**config.mk**
```make
export PLATFORM = sky130hd
export DESIGN_NAME = bus_arbiter_flat
export DESIGN_NICKNAME = d
export VERILOG_FILES = /design/src/logic/cache_params.svh /design/src/logic/bus_pkg.sv /design/src/logic/mem_bus_if.sv /design/src/logic/bus_arbiter.sv /design/src/flat_wrapper.sv
export SDC_FILE = /design/constraint.sdc
export NUM_CORES = 1
export LEC_CHECK = 0
export BUFFER_PORTS_ARGS = -buffer_cell sky130_fd_sc_hd__buf_4
export CORE_AREA = 2 2 117 119
export DETAILED_ROUTE_END_ITERATION = 7
export DIE_AREA = 0 0 119 121
export SLEW_MARGIN = 20
export SYNTH_ARGS = -nofsm -noshare
export SYNTH_HDL_FRONTEND = slang
export SYNTH_SLANG_ARGS = --single-unit
export TNS_END_PERCENT = 30
```
**constraint.sdc**
```tcl
create_clock -name i_clock -period 1.7 [get_ports i_clock]
set_input_delay 0.34 -clock i_clock [delete_from_list [all_inputs] [get_ports i_clock]]
set_output_delay 0.34 -clock i_clock [all_outputs]
set_load 0.01 [all_outputs]
```
**src/logic/cache_params.svh**
```systemverilog
`ifndef CACHE_PARAMS_SVH
`define CACHE_PARAMS_SVH

// Index bits per cache, 16 lines by default.
`define CACHE_INDEX_BITS 4

// Shared memory size in 32-bit words.
`define MEM_DEPTH_WORDS 1024

// Cycles from accepted request to ready.
`define MEM_LATENCY 3

`endif

```
**src/logic/bus_pkg.sv**
```systemverilog
`default_nettype none

package bus_pkg;

	// One bus word, used for both data and byte addresses.
	typedef logic [31:0] word_t;

	// Arbiter master select.
	typedef enum logic {
		PORT0 = 1'b0,
		PORT1 = 1'b1
	} bus_port_t;

endpackage

`default_nettype wire

```
**src/logic/mem_bus_if.sv**
```systemverilog
`default_nettype none
`timescale 1ns/100ps

interface mem_bus_if
	import bus_pkg::*;
();

	logic request;
	logic rw;
	word_t address;
	word_t wdata;
	word_t rdata;
	logic ready;

	// Request side, holds request until ready pulses.
	modport master (
		output request, rw, address, wdata,
		input rdata, ready
	);

	// Responding side.
	modport slave (
		input request, rw, address, wdata,
		output rdata, ready
	);

endinterface

`default_nettype wire

```
**src/logic/bus_arbiter.sv**
```systemverilog
`default_nettype none
`timescale 1ns/100ps

module bus_arbiter
	import bus_pkg::*;
(
	input wire i_clock,
	input wire i_reset,
	mem_bus_if.slave port0,
	mem_bus_if.slave port1,
	mem_bus_if.master mem
);

	bus_port_t grant;
	bus_port_t next_grant;
	logic busy;
	logic sel0;

	// On contention the port that did not own the last grant wins.
	always_comb begin
		if (port0.request && port1.request) begin
			next_grant = (grant == PORT0) ? PORT1 : PORT0;
		end
		else if (port1.request) begin
			next_grant = PORT1;
		end
		else begin
			next_grant = PORT0;
		end
	end

	// Grant held until memory ready.
	always_ff @(posedge i_clock) begin
		if (i_reset) begin
			busy <= 1'b0;
			grant <= PORT1;
		end
		else if (!busy) begin
			if (port0.request || port1.request) begin
				busy <= 1'b1;
				grant <= next_grant;
			end
		end
		else if (mem.ready) begin
			busy <= 1'b0;
		end
	end

	assign sel0 = (grant == PORT0);

	// Memory side follows the granted port.
	assign mem.request = busy && (sel0 ? port0.request : port1.request);
	assign mem.rw = sel0 ? port0.rw : port1.rw;
	assign mem.address = sel0 ? port0.address : port1.address;
	assign mem.wdata = sel0 ? port0.wdata : port1.wdata;

	// Response only to the owner.
	assign port0.ready = busy && sel0 && mem.ready;
	assign port1.ready = busy && !sel0 && mem.ready;
	assign port0.rdata = sel0 ? mem.rdata : '0;
	assign port1.rdata = sel0 ? '0 : mem.rdata;

endmodule

`default_nettype wire

```
**src/flat_wrapper.sv**
```systemverilog
// flat-port wrapper written by rule: the top's interface ports become plain ports
module bus_arbiter_flat import bus_pkg::*;
  (i_clock, i_reset, port0_request, port0_rw, port0_address, port0_wdata, port0_rdata, port0_ready, port1_request, port1_rw, port1_address, port1_wdata, port1_rdata, port1_ready, mem_request, mem_rw, mem_address, mem_wdata, mem_rdata, mem_ready);
  mem_bus_if port0_i ();
  mem_bus_if port1_i ();
  mem_bus_if mem_i ();
  input wire i_clock;
  input wire i_reset;
  input wire logic [$bits(port0_i.request)-1:0] port0_request;
  input wire logic [$bits(port0_i.rw)-1:0] port0_rw;
  input wire logic [$bits(port0_i.address)-1:0] port0_address;
  input wire logic [$bits(port0_i.wdata)-1:0] port0_wdata;
  output wire logic [$bits(port0_i.rdata)-1:0] port0_rdata;
  output wire logic [$bits(port0_i.ready)-1:0] port0_ready;
  input wire logic [$bits(port1_i.request)-1:0] port1_request;
  input wire logic [$bits(port1_i.rw)-1:0] port1_rw;
  input wire logic [$bits(port1_i.address)-1:0] port1_address;
  input wire logic [$bits(port1_i.wdata)-1:0] port1_wdata;
  output wire logic [$bits(port1_i.rdata)-1:0] port1_rdata;
  output wire logic [$bits(port1_i.ready)-1:0] port1_ready;
  output wire logic [$bits(mem_i.request)-1:0] mem_request;
  output wire logic [$bits(mem_i.rw)-1:0] mem_rw;
  output wire logic [$bits(mem_i.address)-1:0] mem_address;
  output wire logic [$bits(mem_i.wdata)-1:0] mem_wdata;
  input wire logic [$bits(mem_i.rdata)-1:0] mem_rdata;
  input wire logic [$bits(mem_i.ready)-1:0] mem_ready;
  assign port0_i.request = port0_request;
  assign port0_i.rw = port0_rw;
  assign port0_i.address = port0_address;
  assign port0_i.wdata = port0_wdata;
  assign port0_rdata = port0_i.rdata;
  assign port0_ready = port0_i.ready;
  assign port1_i.request = port1_request;
  assign port1_i.rw = port1_rw;
  assign port1_i.address = port1_address;
  assign port1_i.wdata = port1_wdata;
  assign port1_rdata = port1_i.rdata;
  assign port1_ready = port1_i.ready;
  assign mem_request = mem_i.request;
  assign mem_rw = mem_i.rw;
  assign mem_address = mem_i.address;
  assign mem_wdata = mem_i.wdata;
  assign mem_i.rdata = mem_rdata;
  assign mem_i.ready = mem_ready;
  bus_arbiter u_core (.i_clock(i_clock), .i_reset(i_reset), .port0(port0_i), .port1(port1_i), .mem(mem_i));
endmodule
```
==> results of run 1 <==
## power by group through the flow
stage	Sequential, mW	Clock, mW	Combinational (mW)
after floorplan	0.0554	0	0.555
after global placement	0.0625	0	1.27
after detailed placement	0.0642	0	1.28
after CTS	0.0645	0.367	1.34
after global routing	0.0598	0.373	1.55
final	0.0590	0.363	1.46
## worst register-to-register path: stages (launching register included)
cell and delay, ns:
dfxtp_4 0.36, buf_6 0.14, buf_4 0.27, nor2_1 0.08, a32oi_1 0.17
## cell families (layout without fill, tap and decap cells)
family,Yosys count,after routing
muxes,66,66
and+or+nand+nor,72,72
AOI/OAI and AO/OA,2,2
DFF,2,2
buffers and inverters,15,320
## layer usage
metal | part of all wire [%] | track usage (%) | vias to the layer above | routed length (um)
met2 | 55 | 20.55 | 149 | 5329
li1 | - | - | 1144 | -
met3 | 7.6 | 3.242 | 4 | 731
met4 | 0.28 | 0.5208 | 0 | 27
met1 | 37 | 11.45 | 1076 | 3581
met5 | 0 | 0 | - | 0
## synth_stat cells (all sizes together)
| master | number | area, um2 |
|---|---|---|
| and3 | 1 | 6.260 |
| nor2 | 3 | 11.26 |
| a32oi | 1 | 8.760 |
| mux2 | 65 | 732.0 |
| nand2 | 1 | 3.750 |
| nor3 | 1 | 5.000 |
| clkbuf | 2 | 10.01 |
| dfxtp | 2 | 40.04 |
| buf | 13 | 131.4 |
| and2 | 32 | 200.2 |
| a211oi | 1 | 7.510 |
| mux2i | 1 | 10.01 |
| nand2b | 1 | 6.260 |
| nor2b | 33 | 206.5 |
## cell type report
class | count | area (um2)
Sequential cell | 2 | 43.79
Tap cell | 176 | 220.2
Multi-Input combinational cell | 140 | 1280
Clock buffer | 4 | 78.83
Fill cell | 1369 | 8911
Timing Repair Buffer | 316 | 2551
## registers in the layout (all words and copies together), names as in the netlist
name and cells:
u_core.busy 1, u_core.grant 1
## repair_timing
| action | CTS | global route |
|---|---|---|
| pin swaps | 0 | 0 |
| gates cloned | 2 | 6 |
| buffers inserted | 2 | 3 |
| resized for setup | 3 | 36 |
| endpoints found under the setup margin | 65 | 59 |
## path summary, 6_finish.rpt
kind | start | end | slack [ns]
max reg2reg | u_core.grant | u_core.grant | 0.58
min | i_reset | u_core.busy | 0.31
min reg2reg | u_core.busy | u_core.busy | 0.55
max | u_core.grant | mem_wdata[19] | -0.02
==> metrics.cfg, run 1 <==
[route]
vias = 2373
antenna_left = 0
drc = 0
firstDrtPassIters = 3
wl_mm = 9.670
via_per_inst = 3.719
drtIter0Drc = 52
wl_per_cell_um = 15.16

[global_route]
grt_use_total_pct = 10.46
grt_overflow_total = 0
grt_max_degree = 25
antenna_found_initial = 0
grt_pass1_vias = 2275
grt_pass1_wl_mm = 12.12

[cells_and_area]
final_common_cell = buf_4
areaGrowthSynthToFinish_pct = 202.7
layout.cells.most_common_list = buf_4, mux2_2, nor2b_1, and2_1, mux2_4
finalInstanceArea_um2 = 4174
drive_gt1_share_pct = 83.33
fin_nets = 630
antenna_cells = 0
fin_cells = 638
utilization_pct = 31.90

[critical_path]
cp-start-kind = flop
crit_family = buffers and inverters
critPathMaxStageDelay_ns = 0.36
critPathCaptureType = primary output
cp.depth = 4
cp_cell_sequence = buf_6, buf_12, mux2_2, buf_4
crit_path_top_delay_cell = dfxtp_4
crit_arrival_ns = 1.38
cp_max_fo = 11
reg2reg_depth = 4
path_buf_inv = 3
path_class = reg2out
required_ns = 1.36

[yosys]
synth_area_per_cell_um2 = 8.782
synth_cells = 157
yosys.area_share.xor_xnor_pct = 0
ys_types = 16
synth-simple-area-share_pct = 31.85
synthAdderAreaFrac_pct = 0
syn_area_um2 = 1379
synth_mux_area_share_pct = 53.81
synth-compound-area-share_pct = 1.180
yosys_register_bits = 2
seq_area_frac_synth_pct = 2.904
synth_fp_nets = 324
yosysWarnings = 0
synth_top_family_by_area = multiplexers

[timing]
max_slew_margin_pct = 82.68
final_hold_viol_count = 0
setup_viol = 7
period_needed_ns = 1.716
fin_tns_setup_ns = -0.03192
slew_violations = 0
timing.fmax_ghz = 0.5828
hold_slack_ns = 0.3085
tightest_slew_ns = 0.2598
skew_ns = 0.001628
rsz0062_at_grt = yes
setup_ws_ns = -0.01583
fin_crit_sh_pct = 100.9

[floorplanning]
die_h_um = 121
core-area_um2 = 13090
initial_utilization_pct = 10.54
die_w_um = 119
dieArea_um2 = 14400
rows = 42
io_pins = 299

[clock_tree]
htree_levels = 1
cts_made_buffers = 3
cts_hold_buf = 0
clk_pin_slew_ns = 0.03
cts_root_buf = clkbuf_16
clkSinkCount = 2
clk-insertion-delay-late_ns = 0.22
cts_tree = built
clock_path_buffers = 2

[placement]
gp_congestion = 0.7220
place_inst = 622
post-place-ws_ns = 0.1571
placed_area_um2 = 3769
hpwl_mm = 7.370
io_buffers = 298

[worst_hold_path]
hold_depth = 2
hp-class = in2reg

[power_and_ir_drop]
pwr-share-clk_pct = 19.3
pwr-share-seq_pct = 3.1
switching_share_pct = 32.07
leakage_nw = 2.214
switching_power_mw = 0.6037
ir_worst_vdd_mv = 0.4251
finalPower_mw = 1.882
power_per_cell_area_nw_per_um2 = 451.0
p_int_mw = 1.279
p_comb_share_pct = 77.6

[outcome]
status = finished with violations
violations = negative setup slack

[flow_run]
cap_violations = 0

(Power assumes the default switching activity.)
==> inputs of run 2 (changes only) <==
--- a/config.mk
+++ b/config.mk
@@ -13,4 +13,3 @@
 export SYNTH_ARGS = -nofsm -noshare
 export SYNTH_HDL_FRONTEND = slang
 export SYNTH_SLANG_ARGS = --single-unit
-export TNS_END_PERCENT = 30
==> run 2 against run 1 <==
Effect of this change:
- the flow still finishes with violations (negative setup slack)
- total power rose by 0.22%
- via count grew 0.34%
- highest routed layer unchanged
- critical path depth did not move
- flip-flop and latch count did not move
- combinational power about the same
- worst setup slack lost 0.00079 ns
- clock-buffer cell count stayed put
- core utilization rose by 0.086 points
- design area grew 0.27%
- critical endpoint unchanged
- final cell count grew 0.31%
==> metrics.cfg, run 2 (synthesis gave the netlist of run 1 again) <==
[floorplanning]
die_h_um = 121
rows = 42
initial_utilization_pct = 10.54
die_w_um = 119
io_pins = 299
core-area_um2 = 13090
dieArea_um2 = 14400

[power_and_ir_drop]
ir_worst_vdd_mv = 0.4252
finalPower_mw = 1.886
power_per_cell_area_nw_per_um2 = 450.7
leakage_nw = 2.218

[timing]
timing.fmax_ghz = 0.5825
final_hold_viol_count = 0
setup_viol = 9
rsz0062_at_grt = yes
skew_ns = 0.001628
fin_crit_sh_pct = 101.0
setup_ws_ns = -0.01662
tightest_slew_ns = 0.2603
period_needed_ns = 1.717
slew_violations = 0
max_slew_margin_pct = 82.65

[placement]
place_inst = 622
post-place-ws_ns = 0.1571
io_buffers = 298
placed_area_um2 = 3769
hpwl_mm = 7.370
gp_congestion = 0.7220

[cells_and_area]
finalInstanceArea_um2 = 4185
utilization_pct = 31.99
top_regs = u_core.busy (1), u_core.grant (1)
drive_gt1_share_pct = 83.41
layout.cells.most_common_list = buf_4, mux2_2, nor2b_1, and2_1, mux2_4
fin_nets = 632
areaGrowthSynthToFinish_pct = 203.5
fin_cells = 640
fill_cells = 1363
antenna_cells = 0
final_common_cell = buf_4

[critical_path]
path_class = reg2out
path_buf_inv = 3
cp-start-kind = flop
reg2reg_depth = 4
worstReg2RegStart = u_core.grant
critPathMaxStageDelay_ns = 0.37
required_ns = 1.36
critPathCaptureType = primary output
crit_path_top_delay_cell = dfxtp_4
crit_arrival_ns = 1.38
timing.rr.end = u_core.grant
crit_family = buffers and inverters
cp_max_fo = 11
cp_cell_sequence = buf_6, buf_12, mux2_2, buf_4
reg2reg_slack_ns = 0.58

[global_route]
grt_pass1_wl_mm = 12.12
grt_pass1_vias = 2275
antenna_found_initial = 0
grt_use_total_pct = 10.46
grt_overflow_total = 0
grt_max_degree = 25

[outcome]
status = finished with violations
violations = negative setup slack

[clock_tree]
cts_root_buf = clkbuf_16
cts_hold_buf = 0
clk-insertion-delay-late_ns = 0.22
htree_levels = 1
cts_tree = built
clkSinkCount = 2
clk_pin_slew_ns = 0.03
clock_path_buffers = 2
cts_made_buffers = 3

[flow_run]
cap_violations = 0

[worst_hold_path]
hp-class = in2reg
min_from = i_reset
hold_depth = 2
hold_end = u_core.busy

[route]
firstDrtPassIters = 3
drtIter0Drc = 45
wl_per_cell_um = 15.08
wl_mm = 9.650
drc = 0
via_per_inst = 3.720
vias = 2381
antenna_left = 0

==> run 2: timing repair <==
action,CTS,global route
resized for setup,3,35
setup buffers,2,5
endpoints found under the setup margin,65,59
cloned,2,6
==> run 2: worst reg2reg max path: stages (launching register included) <==
cell     delay, ns
dfxtp_4       0.37
buf_6         0.14
buf_4         0.27
nor2_1        0.08
a32oi_1       0.17
==> run 2: per-stage QoR <==
| stage | TNS (ns) | hold WS [ns] |
|---|---|---|
| floorplan | 0 | 0.4185 |
| global placement | 0 | 0.5275 |
| detailed placement | 0 | 0.5359 |
| CTS | -0.1355 | 0.3094 |
| global route | -0.9459 | 0.3146 |
| finish | -0.03837 | 0.3085 |
==> run 2: worst max-delay path by stage <==
stage | start | to | slack [ns] | cells past startpoint
2_1_floorplan | u_core.grant | mem_address[0] | 0.42 | 3
3_3_place_gp | u_core.grant | mem_address[13] | 0.18 | 3
3_5_place_dp | u_core.grant | mem_wdata[28] | 0.16 | 3
4_1_cts | u_core.grant | mem_address[13] | -0.03 | 3
5_1_grt | u_core.grant | mem_wdata[19] | -0.05 | 4
6_report | u_core.grant | mem_wdata[19] | -0.02 | 4
==> run 2: per-layer routing <==
layer | GRT usage [%] | share of wire (%) | vias up
met5 | 0 | 0 | -
met4 | 0.5208 | 0.28 | 0
met3 | 3.242 | 7.5 | 4
met2 | 20.55 | 55 | 149
met1 | 11.45 | 37 | 1079
li1 | - | - | 1149
==> run 2: final cells by class <==
| type | instances | area, um2 | share of cell area (%) |
|---|---|---|---|
| clock buffer | 4 | 78.83 | 1.883 |
| multi-input combinational | 140 | 1276 | 30.49 |
| timing repair buffer | 318 | 2566 | 61.32 |
| sequential | 2 | 43.79 | 1.046 |
| tap | 176 | 220.2 | 5.262 |
==> run 2: power breakdown <==
part / total (mW) / switching [mW] / internal, mW
Sequential: 0.0590 / 0.00706 / 0.0520
Combinational: 1.46 / 0.542 / 0.922
Clock: 0.363 / 0.0546 / 0.309
