## src/logic/cache_params.svh

```systemverilog
`ifndef CACHE_PARAMS_SVH
`define CACHE_PARAMS_SVH

// Index bits per cache, 16 lines by default.
`define CACHE_INDEX_BITS 4

// Shared memory size in 32-bit words.
`define MEM_DEPTH_WORDS 1024

// Cycles from accepted request to ready.
`define MEM_LATENCY 3

`endif

```

## src/logic/bus_pkg.sv

```systemverilog
`default_nettype none

package bus_pkg;

	// One bus word, used for both data and byte addresses.
	typedef logic [31:0] word_t;

	// Arbiter master select.
	typedef enum logic {
		PORT0 = 1'b0,
		PORT1 = 1'b1
	} bus_port_t;

endpackage

`default_nettype wire

```

## src/logic/cache_pkg.sv

```systemverilog
`default_nettype none

package cache_pkg;

	// Stored cache entry, 64 bits.
	// Field order keeps valid in bit 0 and dirty in bit 1.
	typedef struct packed {
		bus_pkg::word_t data;
		logic [29:0] address;
		logic dirty;
		logic valid;
	} cache_line_t;

	// Controller states.
	typedef enum logic [3:0] {
		ST_INITIALIZE,
		ST_IDLE,
		ST_FLUSH_SETUP,
		ST_FLUSH_CHECK,
		ST_FLUSH_WRITE,
		ST_PASS_THROUGH,
		ST_WRITE_SETUP,
		ST_WB_WAIT,
		ST_READ_SETUP,
		ST_READ_WB_WAIT,
		ST_READ_BUS_WAIT
	} cache_state_t;

endpackage

`default_nettype wire

```

## src/logic/mem_bus_if.sv

```systemverilog
`default_nettype none
`timescale 1ns/100ps

interface mem_bus_if
	import bus_pkg::*;
();

	logic request;
	logic rw;
	word_t address;
	word_t wdata;
	word_t rdata;
	logic ready;

	// Request side, holds request until ready pulses.
	modport master (
		output request, rw, address, wdata,
		input rdata, ready
	);

	// Responding side.
	modport slave (
		input request, rw, address, wdata,
		output rdata, ready
	);

endinterface

`default_nettype wire

```

## src/logic/sync_ram.sv

```systemverilog
`default_nettype none
`timescale 1ns/100ps

module sync_ram #(
	parameter type payload_t = logic [31:0],
	parameter int DEPTH = 16
)(
	input wire i_clock,
	input wire i_write,
	input wire logic [$clog2(DEPTH)-1:0] i_address,
	input wire payload_t i_wdata,
	output payload_t o_rdata
);

	payload_t mem [DEPTH];

	// Registered read, old data on a same-cycle write.
	always_ff @(posedge i_clock) begin
		if (i_write) begin
			mem[i_address] <= i_wdata;
		end
		o_rdata <= mem[i_address];
	end

endmodule

`default_nettype wire

```

## src/logic/dcache.sv

```systemverilog
`default_nettype none
`timescale 1ns/100ps
`include "cache_params.svh"

module dcache
	import bus_pkg::*, cache_pkg::*;
(
	input wire i_clock,
	input wire i_reset,
	input wire i_request,
	input wire i_rw,
	input wire i_flush,
	input wire i_cacheable,
	input wire word_t i_address,
	input wire word_t i_wdata,
	output logic o_ready,
	output word_t o_rdata,
	mem_bus_if.master bus
);

	localparam int INDEX_BITS = `CACHE_INDEX_BITS;
	localparam int LINES = 1 << INDEX_BITS;

	cache_state_t state;
	logic [INDEX_BITS:0] sweep_index;

	logic ram_write;
	logic [INDEX_BITS-1:0] ram_index;
	cache_line_t ram_wdata;
	cache_line_t entry;

	logic [29:0] req_word;
	logic [INDEX_BITS-1:0] req_index;
	logic sweeping;
	logic entry_hit;
	logic entry_evict;

	sync_ram #(
		.payload_t(cache_line_t),
		.DEPTH(LINES)
	) u_lines (
		.i_clock(i_clock),
		.i_write(ram_write),
		.i_address(ram_index),
		.i_wdata(ram_wdata),
		.o_rdata(entry)
	);

	assign req_word = i_address[31:2];
	assign req_index = i_address[2 +: INDEX_BITS];
	assign sweeping = state inside {ST_INITIALIZE, ST_FLUSH_SETUP, ST_FLUSH_CHECK, ST_FLUSH_WRITE};

	// Sweeps walk the index counter, everything else follows the CPU address.
	assign ram_index = sweeping ? sweep_index[INDEX_BITS-1:0] : req_index;

	assign entry_hit = entry.valid && (entry.address == req_word);
	assign entry_evict = entry.valid && entry.dirty && (entry.address != req_word);

	// Line updates.
	always_comb begin
		ram_write = 1'b0;
		ram_wdata.data = i_wdata;
		ram_wdata.address = req_word;
		ram_wdata.dirty = 1'b1;
		ram_wdata.valid = 1'b1;
		case (state)
			ST_INITIALIZE: begin
				ram_write = !sweep_index[INDEX_BITS];
				ram_wdata = '0;
			end
			ST_FLUSH_WRITE: begin
				ram_write = bus.ready;
				ram_wdata = entry;
				ram_wdata.dirty = 1'b0;
			end
			ST_WRITE_SETUP: ram_write = !entry_evict;
			ST_WB_WAIT: ram_write = bus.ready;
			ST_READ_BUS_WAIT: begin
				// Refill, clean.
				ram_write = bus.request && bus.ready;
				ram_wdata.data = bus.rdata;
				ram_wdata.dirty = 1'b0;
			end
			default: ram_write = 1'b0;
		endcase
	end

	always_ff @(posedge i_clock) begin
		o_ready <= 1'b0;
		if (i_reset) begin
			state <= ST_INITIALIZE;
			sweep_index <= '0;
			bus.request <= 1'b0;
		end
		else begin
			case (state)
				ST_IDLE: begin
					// A request still high during its own ready is old.
					if (i_request && !o_ready) begin
						if (i_flush) begin
							sweep_index <= '0;
							state <= ST_FLUSH_SETUP;
						end
						else if (!i_cacheable) begin
							bus.request <= 1'b1;
							bus.rw <= i_rw;
							bus.address <= i_address;
							bus.wdata <= i_wdata;
							state <= ST_PASS_THROUGH;
						end
						else if (i_rw) begin
							state <= ST_WRITE_SETUP;
						end
						else begin
							state <= ST_READ_SETUP;
						end
					end
				end

				// ==================================================
				// Flush
				// ==================================================
				ST_FLUSH_SETUP: begin
					if (sweep_index[INDEX_BITS]) begin
						o_ready <= 1'b1;
						state <= ST_IDLE;
					end
					else begin
						state <= ST_FLUSH_CHECK;
					end
				end
				ST_FLUSH_CHECK: begin
					if (entry.valid && entry.dirty) begin
						bus.request <= 1'b1;
						bus.rw <= 1'b1;
						bus.address <= {entry.address, 2'b00};
						bus.wdata <= entry.data;
						state <= ST_FLUSH_WRITE;
					end
					else begin
						sweep_index <= sweep_index + 1'b1;
						state <= ST_FLUSH_SETUP;
					end
				end
				ST_FLUSH_WRITE: begin
					if (bus.ready) begin
						bus.request <= 1'b0;
						sweep_index <= sweep_index + 1'b1;
						state <= ST_FLUSH_SETUP;
					end
				end

				ST_PASS_THROUGH: begin
					if (bus.ready) begin
						bus.request <= 1'b0;
						o_rdata <= bus.rdata;
						o_ready <= 1'b1;
						state <= ST_IDLE;
					end
				end

				// ==================================================
				// Write, allocating
				// ==================================================
				ST_WRITE_SETUP: begin
					if (entry_evict) begin
						bus.request <= 1'b1;
						bus.rw <= 1'b1;
						bus.address <= {entry.address, 2'b00};
						bus.wdata <= entry.data;
						state <= ST_WB_WAIT;
					end
					else begin
						o_ready <= 1'b1;
						state <= ST_IDLE;
					end
				end
				ST_WB_WAIT: begin
					if (bus.ready) begin
						bus.request <= 1'b0;
						o_ready <= 1'b1;
						state <= ST_IDLE;
					end
				end

				// ==================================================
				// Read
				// ==================================================
				ST_READ_SETUP: begin
					if (entry_hit) begin
						o_rdata <= entry.data;
						o_ready <= 1'b1;
						state <= ST_IDLE;
					end
					else if (entry_evict) begin
						bus.request <= 1'b1;
						bus.rw <= 1'b1;
						bus.address <= {entry.address, 2'b00};
						bus.wdata <= entry.data;
						state <= ST_READ_WB_WAIT;
					end
					else begin
						bus.request <= 1'b1;
						bus.rw <= 1'b0;
						bus.address <= i_address;
						state <= ST_READ_BUS_WAIT;
					end
				end
				ST_READ_WB_WAIT: begin
					if (bus.ready) begin
						bus.request <= 1'b0;
						state <= ST_READ_BUS_WAIT;
					end
				end
				ST_READ_BUS_WAIT: begin
					// Request is low for one cycle after a write-back.
					if (!bus.request) begin
						bus.request <= 1'b1;
						bus.rw <= 1'b0;
						bus.address <= i_address;
					end
					else if (bus.ready) begin
						bus.request <= 1'b0;
						o_rdata <= bus.rdata;
						o_ready <= 1'b1;
						state <= ST_IDLE;
					end
				end

				// Invalidate every line, then one extra cycle.
				ST_INITIALIZE: begin
					if (!sweep_index[INDEX_BITS]) begin
						sweep_index <= sweep_index + 1'b1;
					end
					else begin
						state <= ST_IDLE;
					end
				end

				default: state <= ST_IDLE;
			endcase
		end
	end

endmodule

`default_nettype wire

```

## src/flat_wrapper.sv

```systemverilog
// flat-port wrapper written by rule: the top's interface ports become plain ports
module dcache_flat import bus_pkg::*, cache_pkg::*;
  (i_clock, i_reset, i_request, i_rw, i_flush, i_cacheable, i_address, i_wdata, o_ready, o_rdata, bus_request, bus_rw, bus_address, bus_wdata, bus_rdata, bus_ready);
  mem_bus_if bus_i ();
  input wire i_clock;
  input wire i_reset;
  input wire i_request;
  input wire i_rw;
  input wire i_flush;
  input wire i_cacheable;
  input wire word_t i_address;
  input wire word_t i_wdata;
  output logic o_ready;
  output word_t o_rdata;
  output wire logic [$bits(bus_i.request)-1:0] bus_request;
  output wire logic [$bits(bus_i.rw)-1:0] bus_rw;
  output wire logic [$bits(bus_i.address)-1:0] bus_address;
  output wire logic [$bits(bus_i.wdata)-1:0] bus_wdata;
  input wire logic [$bits(bus_i.rdata)-1:0] bus_rdata;
  input wire logic [$bits(bus_i.ready)-1:0] bus_ready;
  assign bus_request = bus_i.request;
  assign bus_rw = bus_i.rw;
  assign bus_address = bus_i.address;
  assign bus_wdata = bus_i.wdata;
  assign bus_i.rdata = bus_rdata;
  assign bus_i.ready = bus_ready;
  dcache u_core (.i_clock(i_clock), .i_reset(i_reset), .i_request(i_request), .i_rw(i_rw), .i_flush(i_flush), .i_cacheable(i_cacheable), .i_address(i_address), .i_wdata(i_wdata), .o_ready(o_ready), .o_rdata(o_rdata), .bus(bus_i));
endmodule
```

## config.mk

```make
export PLATFORM = sky130hd
export DESIGN_NAME = dcache_flat
export DESIGN_NICKNAME = d
export VERILOG_FILES = /design/src/logic/bus_pkg.sv /design/src/logic/cache_pkg.sv /design/src/logic/mem_bus_if.sv /design/src/logic/sync_ram.sv /design/src/logic/dcache.sv /design/src/flat_wrapper.sv
export VERILOG_INCLUDE_DIRS = /design/src /design/src/logic
export SDC_FILE = /design/constraint.sdc
export NUM_CORES = 1
export LEC_CHECK = 0
export BUFFER_PORTS_ARGS = -buffer_cell sky130_fd_sc_hd__buf_2
export CELL_PAD_IN_SITES_DETAIL_PLACEMENT = 0
export CELL_PAD_IN_SITES_GLOBAL_PLACEMENT = 1
export CORE_UTILIZATION = 28
export CTS_CLUSTER_SIZE = 14
export DETAILED_ROUTE_END_ITERATION = 10
export PLACE_DENSITY_LB_ADDON = 0.1
export SLEW_MARGIN = 20
export SYNTH_ARGS = -nofsm -noshare
export SYNTH_HDL_FRONTEND = slang
export SYNTH_HIERARCHICAL = 1
export SYNTH_SLANG_ARGS = --single-unit
```

## constraint.sdc

```tcl
create_clock -name i_clock -period 10.4 [get_ports i_clock]
set_clock_uncertainty 0.05 [all_clocks]
set_input_delay 2.08 -clock i_clock [delete_from_list [all_inputs] [get_ports i_clock]]
set_output_delay 2.08 -clock i_clock [all_outputs]
set_load 0.01 [all_outputs]
```

==> results of run 1 <==
[per-layer routing]
metal | GRT usage | share of wire | vias to the layer above
li1 | - | - | 9961
met1 | 0.207 | 0.45 | 12452
met2 | 0.254 | 0.49 | 532
met3 | 0.0297 | 0.046 | 188
met4 | 0.0423 | 0.020 | 4
met5 | 0 | 0.00016 | -
[metrics by stage]
step | power [mW] | hold WS, ns | instance area, µm² | instances
2_1_floorplan | 10.6 | 0.409 | 46100 | 2286
3_3_place_gp | 12.6 | 0.458 | 50000 | 4587
3_5_place_dp | 12.7 | 0.482 | 50000 | 4587
4_1_cts | 17.6 | 0.495 | 54500 | 4847
5_1_grt | 18.0 | 0.522 | 54500 | 4847
6_report | 17.2 | 0.482 | 54500 | 4850
[kinds of logic (layout without fill, tap and decap cells)]
| group | count (synthesis) | in the layout |
|---|---|---|
| flip-flops | 1196 | 1196 |
| multiplexers | 324 | 324 |
| AO/OA/AOI/OAI | 253 | 253 |
| XOR/XNOR | 31 | 31 |
| other | 0 | 3 |
| AND/OR/NAND/NOR | 348 | 348 |
| adder cells (fa/ha/maj) | 2 | 2 |
| buffers and inverters | 132 | 518 |
[state kept, by name, indices dropped and copies added (netlist names)]
name                    count
u_core/u_lines/o_rdata     64
u_core/bus.request          1
u_core/bus.address         32
u_core/o_rdata             32
u_core/o_ready              1
u_core/sweep_index          5
u_core/bus.wdata           32
u_core/bus.rw               1
u_core/state                4
u_core/u_lines/mem       1024
[how the worst max path moves through the flow]
| stage | startpoint | to | slack [ns] |
|---|---|---|---|
| 4_1_cts | i_address[9] | u_core/u_lines/mem[3][50]$_DFFE_PP_ | 4.38 |
| 3_5_place_dp | i_address[9] | u_core/u_lines/mem[3][42]$_DFFE_PP_ | 3.56 |
| 2_1_floorplan | i_address[16] | u_core/u_lines/mem[0][0]$_DFFE_PP_ | 1.78 |
| 3_3_place_gp | i_address[9] | u_core/u_lines/mem[3][42]$_DFFE_PP_ | 3.62 |
| 6_report | i_address[9] | u_core/u_lines/mem[2][59]$_DFFE_PP_ | 4.38 |
| 5_1_grt | i_address[9] | u_core/u_lines/mem[2][59]$_DFFE_PP_ | 4.29 |
[synth_stat cells (all sizes together) (4+ instances only)]
master / instances / area share
a211oi: 5 / 0.00092
a21oi: 16 / 0.0018
a22o: 30 / 0.0057
a22oi: 161 / 0.026
a31oi: 6 / 0.00095
and2: 4 / 0.00054
buf: 64 / 0.0074
clkbuf: 63 / 0.0051
dfxtp: 75 / 0.033
edfxtp: 1121 / 0.73
inv: 5 / 0.00041
mux2: 67 / 0.019
mux4: 256 / 0.13
nand2: 242 / 0.020
nand2b: 16 / 0.0022
nand3: 6 / 0.00065
nor2: 33 / 0.0028
nor2b: 12 / 0.0016
nor3: 10 / 0.0012
nor4: 7 / 0.00095
o21ai: 11 / 0.0014
xor2: 31 / 0.0059
[area by class of cell]
type / count / area (µm²) / share of cell area
sequential: 1196 / 35200 / 0.645
multi-input combinational: 958 / 10600 / 0.194
clock buffer: 194 / 3990 / 0.0731
tap: 2175 / 2720 / 0.0499
timing repair buffer: 253 / 1470 / 0.0270
clock inverter: 66 / 554 / 0.0102
inverter: 5 / 18.8 / 0.000344
antenna: 3 / 7.51 / 0.000138
[worst reg2reg max path, stage by stage, from the launching register on]
cell     delay, ns
dfxtp_1       0.29
buf_4         0.21
inv_1         0.30
and3_1        0.46
mux2_8        0.72
buf_12        0.71
buf_4         0.93
mux4_2        0.63
a22oi_1       0.45
nand2_1       0.09
[power by group]
part / internal, mW / total (mW) / switching [mW]
Sequential: 6.70 / 6.98 / 0.279
Combinational: 2.00 / 5.38 / 3.39
Clock: 2.86 / 4.81 / 1.95
[cell usage in the layout (no fill, tap or decap), types with 6 or more instances in the layout]
| master | instances |
|---|---|
| a22oi_1 | 161 |
| buf_2 | 201 |
| nor2b_1 | 10 |
| edfxtp_1 | 1121 |
| buf_12 | 6 |
| clkinv_1 | 18 |
| clkbuf_8 | 13 |
| dfxtp_1 | 75 |
| a22o_1 | 30 |
| inv_6 | 6 |
| mux4_2 | 256 |
| mux2_4 | 28 |
| bufinv_16 | 7 |
| clkinvlp_4 | 9 |
| clkbuf_1 | 34 |
| nor2_4 | 16 |
| nand3_1 | 6 |
| nor2_1 | 17 |
| buf_4 | 46 |
| nor4_1 | 7 |
| clkbuf_16 | 147 |
| mux2_2 | 36 |
| clkinv_2 | 23 |
| o21ai_0 | 8 |
| a21oi_1 | 15 |
| nand2_1 | 242 |
| xor2_1 | 31 |
| nand2b_1 | 15 |
==> impl_metrics.json, run 1 <==
{
  "crit_path_cell_trace": "buf_2 > xor2_1 > nor4_1 > nand4_1 > o21ai_4 > nand2_1 > nand2_1 > or3b_2 > nor2_4 > buf_4",
  "syn-num-nets": 2391,
  "grt_pass1_vias": 24940,
  "min_from": "u_core/sweep_index[1]$_SDFFE_PP0P_",
  "synth_top_family_by_area": "multiplexers",
  "worstHoldPathCells": 2,
  "end_kind": "flip-flop",
  "worst_hold_path_type": "reg -> reg",
  "period_needed_ns": 6.02,
  "slowest_delay_ns": 0.83,
  "drt.antenna.violating_nets": 0,
  "hold_viol_final": 0,
  "peakVddDrop_uv": 268,
  "async_flop_share": 0,
  "coreArea_mm2": 0.163,
  "crit_buf_inv": 2,
  "finalCritPeriodShare": 0.579,
  "r2r_end": "u_core/u_lines/o_rdata[19]$_DFF_P_",
  "grt_overflow": 0,
  "wl_per_cell_um": 26.4,
  "floorplan.rows": 148,
  "status": "finished, final reports clean",
  "worst_slack_ns": 4.38,
  "antenna_found_initial": 5,
  "crit_slowest_cell": "buf_4",
  "cp.depth": 10,
  "max_freq_ghz": 0.166,
  "p_leak_nw": 17.8,
  "clkTransAtPathRegs_ns": 0.06,
  "synth_seq_area_share": 0.763,
  "criticalPathCategory": "in -> reg",
  "synth.distinct_cells": 61,
  "slew_violations": 0,
  "crit_path_start_kind": "primary input",
  "drive_above_1_share": 0.305,
  "viasPerCell": 4.77,
  "required_ns": 10.70,
  "clockBufferDepth": 3,
  "cts_tree": "done",
  "n_fill_cell": 15451,
  "grt_start_max_net_pins": 92,
  "worst_pin_slew_ns": 1.10,
  "die_h_um": 408,
  "synthMuxAreaShare": 0.144,
  "yosysWarnings": 6,
  "r2r_cells": 9,
  "start_util": 0.283,
  "drc": 0,
  "crit_family": "simple AND/OR/NAND/NOR gates",
  "avgSynthCellArea_um2": 20.2,
  "setup_tns_ns": 0,
  "cts_sinks": 1196,
  "root_buffer": "clkbuf_16",
  "drt_iter0_drc": 1671,
  "final_util": 0.334,
  "yosys.area_share.simple": 0.0325,
  "dr.pass1.iters": 5,
  "critPathMaxFanout": 54,
  "post-cts-setup-buffers": 0,
  "clk_latency_ns": 0.75,
  "holdPathEnd": "u_core/sweep_index[1]$_SDFFE_PP0P_",
  "cts_inserted_buffers": 142,
  "crit_path_frequent_cell": "nand2_1",
  "htree_levels": 4,
  "maxCapViolations": 0,
  "timing.slew.headroom": 0.266,
  "wl_um": 128000,
  "globalplace.congestion": 0.724,
  "cts_hold_buf": 0,
  "synth.ff_latch_count": 1196,
  "worstPathArrival_ns": 6.31,
  "reg2reg_slack_ns": 5.46,
  "via_count": 23137,
  "syn2layout_area_growth_pct": 18.2,
  "synth_edf_count": 1121,
  "final_nets": 2661,
  "synth_ff_type": "edfxtp_1",
  "ioPinCount": 202,
  "io_buffers": 201,
  "synth_fa_ha_area_frac": 0.000543,
  "post-dp-hpwl_um": 72300,
  "synth_xor_area_frac": 0.00589,
  "rsz0062_at_grt": "no",
  "finalSetupViolations": 0,
  "synth_area_mm2": 0.0461,
  "power_density_mw_per_mm2": 315,
  "grt_first_pass_wirelength_um": 184000,
  "r2r_start": "u_core/state[3]$_SDFFE_PP0P_",
  "cts_resized": 0,
  "die-width_um": 408,
  "synth_compound_area_frac": 0.0415,
  "track_usage": 0.154,
  "pre_cts_ws_ns": 3.56,
  "die_area_mm2": 0.166,
  "synthCells": 2286
}
Power figures use the tool's default switching activity.
==> inputs of run 2 (changes only) <==
clock period = 5.1 ns   (was 10.4 ns; I/O delays follow)
==> impl_metrics.json, run 2 (same netlist as run 1, synthesis figures left out) <==
{
  "status": "finished, final reports clean",
  "layout_common_cells": "edfxtp_1, mux4_2, nand2_1",
  "die-width_um": 408,
  "via_count": 23682,
  "r2r_start": "u_core/u_lines/o_rdata[20]$_DFF_P_",
  "crit_family": "simple AND/OR/NAND/NOR gates",
  "max_freq_ghz": 0.260,
  "worst_hold_path_type": "in -> reg",
  "use_met3": 0.0276,
  "final_nets": 2721,
  "wl_per_cell_um": 27.1,
  "cp-startpoint": "u_core/u_lines/o_rdata[20]$_DFF_P_",
  "cts_inserted_buffers": 140,
  "drive_above_1_share": 0.320,
  "r2r_cells": 11,
  "syn2layout_area_growth_pct": 20.7,
  "cts_hold_buf": 0,
  "coreArea_mm2": 0.163,
  "drt_iter0_drc": 1734,
  "finalCritPeriodShare": 0.755,
  "end_kind": "flip-flop",
  "peakVddDrop_uv": 394,
  "maxCapViolations": 0,
  "critPathMaxFanout": 34,
  "grt_overflow": 0,
  "placed_cells": 4649,
  "n_fill_cell": 15301,
  "top_regs": "u_core/u_lines/mem: 1024 flops, u_core/u_lines/o_rdata: 64 flops",
  "start_util": 0.283,
  "grtUsageMet1": 0.242,
  "largest_reg_flops": 1024,
  "drt.antenna.violating_nets": 0,
  "die_h_um": 408,
  "cts_sinks": 1196,
  "hold_viol_final": 0,
  "root_buffer": "clkbuf_16",
  "p_total_mw": 36.5,
  "grt.busiest_layer": "met1",
  "criticalPathCategory": "reg -> reg",
  "post-cts-setup-buffers": 0,
  "setup_tns_ns": 0,
  "register_area_mm2": 0.0352,
  "drc": 0,
  "crit_path_cell_trace": "xor2_1 > nor4_1 > buf_4 > nand4_1 > buf_4 > o21ai_4 > nand2_1 > nand2_1 > or3b_2 > nor3_4 > buf_12",
  "final_cells": 4919,
  "post-dp-hpwl_um": 81900,
  "reg2reg_slack_ns": 1.25,
  "crit_slowest_cell": "or3b_2",
  "antenna_found_initial": 9,
  "largest_register": "u_core/u_lines/mem",
  "ioPinCount": 202,
  "grt_start_max_net_pins": 67,
  "grt_pass1_vias": 24984,
  "crit_path_start_kind": "flip-flop",
  "dr.pass1.iters": 5,
  "worst_pin_slew_ns": 0.947,
  "final_util": 0.341,
  "final_common_cell": "edfxtp_1",
  "use_met2": 0.238,
  "finalSetupViolations": 0,
  "rsz0062_at_grt": "no",
  "required_ns": 5.47,
  "grt_first_pass_wirelength_um": 190000,
  "slowest_delay_ns": 0.62,
  "slew_violations": 0,
  "viasPerCell": 4.81,
  "io_buffers": 201,
  "power_density_mw_per_mm2": 656,
  "htree_levels": 4,
  "worstPathArrival_ns": 4.23,
  "timing.slew.headroom": 0.368,
  "hold_ws_ns": 0.492,
  "crit_buf_inv": 3,
  "r2r_end": "u_core/u_lines/mem[0][47]$_DFFE_PP_",
  "cp.depth": 11,
  "p_leak_nw": 18.3,
  "die_area_mm2": 0.166,
  "multiInputGateArea_mm2": 0.0106,
  "period_needed_ns": 3.85,
  "clockBufferDepth": 3,
  "floorplan.rows": 148,
  "clk_latency_ns": 0.77,
  "wl_um": 133000,
  "cts_tree": "done",
  "cts_resized": 0,
  "crit_path_end": "u_core/u_lines/mem[0][47]$_DFFE_PP_",
  "track_usage": 0.160,
  "clkTransAtPathRegs_ns": 0.06,
  "globalplace.congestion": 0.755
}
## run 2: per-stage QoR
stage	setup slack, ns	instance area, µm²
floorplan	-0.728	46200
CTS	1.14	55600
detailed placement	0.446	51000
global placement	0.448	51000
finish	1.25	55600
global route	0.981	55600
## run 2: area by class of cell
| class | count | share of cell area |
|---|---|---|
| Multi-Input combinational cell | 958 | 0.191 |
| Antenna cell | 10 | 0.000450 |
| Timing Repair Buffer | 315 | 0.0447 |
| Tap cell | 2175 | 0.0489 |
| Inverter | 5 | 0.000337 |
| Clock inverter | 71 | 0.0137 |
| Sequential cell | 1196 | 0.632 |
| Clock buffer | 189 | 0.0694 |
## run 2: layer usage
metal	vias to the layer above	wire, µm
li1	10103	-
met1	12864	65100
met2	579	59500
met3	136	6380
met4	0	2360
met5	-	0
## run 2: how the worst min path moves through the flow
stage | startpoint | endpoint | slack [ns] | cells past startpoint
2_1_floorplan | u_core/sweep_index[1]$_SDFFE_PP0P_ | u_core/sweep_index[1]$_SDFFE_PP0P_ | 0.41 | 2
3_3_place_gp | u_core/u_lines/o_rdata[42]$_DFF_P_ | u_core/o_rdata[10]$_DFFE_PP_ | 0.47 | 2
3_5_place_dp | u_core/sweep_index[2]$_SDFFE_PP0P_ | u_core/sweep_index[2]$_SDFFE_PP0P_ | 0.48 | 2
4_1_cts | bus_rdata[3] | u_core/o_rdata[3]$_DFFE_PP_ | 0.41 | 3
5_1_grt | bus_rdata[9] | u_core/o_rdata[9]$_DFFE_PP_ | 0.45 | 3
6_report | bus_rdata[12] | u_core/o_rdata[12]$_DFFE_PP_ | 0.49 | 3
## run 2: power breakdown
part	switching [mW]	total, mW	internal, mW
registers	0.570	14.2	13.6
logic	7.67	12.4	4.69
clock network	4.14	9.93	5.80
## run 2: tightest hold or removal path, cell delays in order
cell and delay [ns]:
buf_2 0.09, nand2_1 0.04, nand2_1 0.06
==> inputs of run 3 (changes only) <==
ABC_AREA = 1   (was unset)
clock period = 3.1 ns   (was 5.1 ns; I/O delays follow)
==> impl_metrics.json, run 3 <==
{
  "track_usage": 0.182,
  "post-synth-top-area-cell": "edfxtp_1",
  "synth_top_cells_by_count": "nand2_1, edfxtp_1, inv_1",
  "register_area_mm2": 0.0352,
  "hold_viol_final": 0,
  "top_regs": "u_core/u_lines/mem: 1024 flops, u_core/u_lines/o_rdata: 64 flops",
  "syn-num-nets": 5182,
  "min_from": "bus_rdata[31]",
  "synth_seq_area_share": 0.695,
  "cts_sinks": 1196,
  "yosysWarnings": 6,
  "timing.slew.headroom": 0.380,
  "die_h_um": 427,
  "layout_common_cells": "nand2_1, edfxtp_1, inv_1",
  "pre_cts_ws_ns": -0.478,
  "end_kind": "flip-flop",
  "criticalPathCategory": "reg -> reg",
  "largest_reg_flops": 1024,
  "power_frac_clock": 0.242,
  "peakVddDrop_uv": 704,
  "p_comb_frac": 0.413,
  "slew_violations": 0,
  "synthCells": 5077,
  "via_count": 34963,
  "start_util": 0.283,
  "antenna_found_initial": 7,
  "placed_cells": 7679,
  "worstPathArrival_ns": 3.36,
  "intPower_mw": 39.7,
  "drc": 0,
  "synthTopCellsByArea": "edfxtp_1, nand2_1, dfxtp_1, inv_1, buf_2",
  "synth_top_area_share": 0.665,
  "grt_overflow": 0,
  "async_flop_share": 0,
  "yosysMostFrequentCell": "nand2_1",
  "synth_ff_type": "edfxtp_1",
  "floorplan.rows": 155,
  "clockBufferDepth": 3,
  "clkTransAtPathRegs_ns": 0.06,
  "grt_start_max_net_pins": 72,
  "drt.antenna.violating_nets": 0,
  "status": "finished, final reports clean",
  "holdPathEnd": "u_core/o_rdata[31]$_DFFE_PP_",
  "cts_tree": "done",
  "final_nets": 5597,
  "r2r_end": "u_core/u_lines/mem[7][29]$_DFFE_PP_",
  "avgSynthCellArea_um2": 9.97,
  "reg2reg_slack_ns": 0.16,
  "synth.ff_latch_count": 1196,
  "max_freq_ghz": 0.340,
  "n_fill_cell": 18217,
  "dr.pass1.iters": 5,
  "clk_latency_ns": 0.78,
  "root_buffer": "clkbuf_16",
  "syn2layout_area_growth_pct": 22.5,
  "io_buffers": 201,
  "maxCapViolations": 0,
  "htree_levels": 4,
  "grt_first_pass_wirelength_um": 242000,
  "synth_edf_count": 1121,
  "coreArea_mm2": 0.179,
  "critPathMaxFanout": 16,
  "synth.distinct_cells": 38,
  "p_total_mw": 67.3,
  "swShare": 0.410,
  "globalplace.congestion": 0.764,
  "grt_pass1_vias": 34655,
  "largest_register": "u_core/u_lines/mem",
  "final_common_cell": "nand2_1",
  "synth_area_mm2": 0.0506,
  "r2r_start": "u_core/u_lines/o_rdata[26]$_DFF_P_",
  "post-dp-hpwl_um": 108000,
  "worst_pin_slew_ns": 0.930,
  "crit_path_start_kind": "flip-flop",
  "finalCritPeriodShare": 0.949,
  "finalSetupViolations": 0,
  "power_density_mw_per_mm2": 1090,
  "period_needed_ns": 2.94,
  "final_cells": 7962,
  "r2r_cells": 16,
  "multiInputGateArea_mm2": 0.0136,
  "p_sw_mw": 27.6,
  "wl_per_cell_um": 21.3,
  "wl_um": 170000,
  "seq_power_share": 0.345,
  "required_ns": 3.52,
  "ioPinCount": 202,
  "viasPerCell": 4.39,
  "worstHoldPathCells": 3,
  "die_area_mm2": 0.182,
  "worst_slack_ns": 0.159,
  "p_leak_nw": 26.2,
  "cts_inserted_buffers": 145,
  "worst_hold_path_type": "in -> reg",
  "drt_iter0_drc": 2186,
  "die-width_um": 427,
  "drive_above_1_share": 0.141
}
==> run 3: changes by cell type after synthesis, sizes merged, moves of 30 or more <==
cell	change
a22o	-30
a22oi	-160
buf	+121
inv	+279
mux2	-67
mux4	-256
nand2	+2821
nor2	+44
o21ai	+99
o22ai	+30
xor2	-30
==> run 3: kinds of logic after synthesis <==
group / after synthesis / synth area share
adders and majority gates: 2 / 0.000495
DFF: 1196 / 0.695
buffers and inverters: 516 / 0.0440
AOI/OAI and AO/OA: 192 / 0.0225
xor gates and xnor gates: 4 / 0.000693
and+or+nand+nor: 3167 / 0.237
==> run 3: area by class of cell <==
| cell class | count | area share |
|---|---|---|
| antenna | 1 | 0.0000404 |
| sequential | 1196 | 0.568 |
| tap | 2355 | 0.0475 |
| clock inverter | 69 | 0.0109 |
| inverter | 285 | 0.0178 |
| clock buffer | 192 | 0.0617 |
| multi-input combinational | 3365 | 0.219 |
| timing repair buffer | 499 | 0.0754 |
==> run 3: how the worst max path moves through the flow <==
stage                                                   from                                  end  cells after the start
after floorplan                                 i_address[4]        u_core/bus.wdata[0]$_DFFE_PP_                     13
final                     u_core/u_lines/o_rdata[26]$_DFF_P_  u_core/u_lines/mem[7][29]$_DFFE_PP_                     16
after global routing            u_core/state[3]$_SDFFE_PP0P_  u_core/u_lines/mem[4][29]$_DFFE_PP_                     12
after global placement                         i_address[26]  u_core/u_lines/mem[7][45]$_DFFE_PP_                     16
after CTS                 u_core/u_lines/o_rdata[17]$_DFF_P_  u_core/u_lines/mem[7][26]$_DFFE_PP_                     14
after detailed placement                       i_address[26]  u_core/u_lines/mem[7][40]$_DFFE_PP_                     16
==> run 3: stage by stage <==
stage / instance area (µm²) / util / setup TNS, ns / hold WS [ns]
6_report: 62000 / 0.346 / 0 / 0.0989
3_3_place_gp: 57100 / 0.319 / -425.82 / 0.464
5_1_grt: 62000 / 0.346 / -0.0794 / 0.0566
4_1_cts: 61600 / 0.344 / 0 / 0.0254
3_5_place_dp: 57100 / 0.319 / -407.73 / 0.475
2_1_floorplan: 50900 / - / -7.75 / 0.432
==> run 3: worst max-delay path: stages, from the launching register on <==
cell and delay [ns]:
dfxtp_1 0.36, inv_1 0.07, nand2_1 0.05, nand2_1 0.05, nor2_1 0.20, nand3_1 0.18
nor2_4 0.19, buf_6 0.16, nand2_1 0.10, buf_4 0.15, nand2_2 0.06, nand2_2 0.07
nand3_4 0.18, nand3_4 0.16, nor2_4 0.17, buf_4 0.19, clkbuf_16 0.21
==> run 3: per-layer routing <==
metal | routed length [µm] | vias up | global-route usage
met1 | 79300 | 16995 | 0.250
li1 | - | 17202 | -
met3 | 5610 | 181 | 0.0242
met2 | 81500 | 585 | 0.301
met4 | 3160 | 0 | 0.0440
met5 | 0 | - | 0
==> run 3: power groups by stage <==
stage | Clock [mW] | Sequential [mW] | Combinational, mW
2_1_floorplan | 0 | 23.4 | 15.9
3_3_place_gp | 0 | 23.6 | 28.6
3_5_place_dp | 0 | 23.5 | 28.4
4_1_cts | 16.8 | 23.2 | 28.5
5_1_grt | 17.4 | 23.4 | 31.3
6_report | 16.3 | 23.2 | 27.8
==> run 3: what timing repair did <==
action | CTS | global route
gates resized for setup | 5 | 12
setup buffers | 0 | 13
cloned | 0 | 8
hold buffers | 1 | 0
pin swaps | 0 | 8
endpoints found under the hold margin | 3 | 0
endpoints found under the setup margin | 1024 | 610
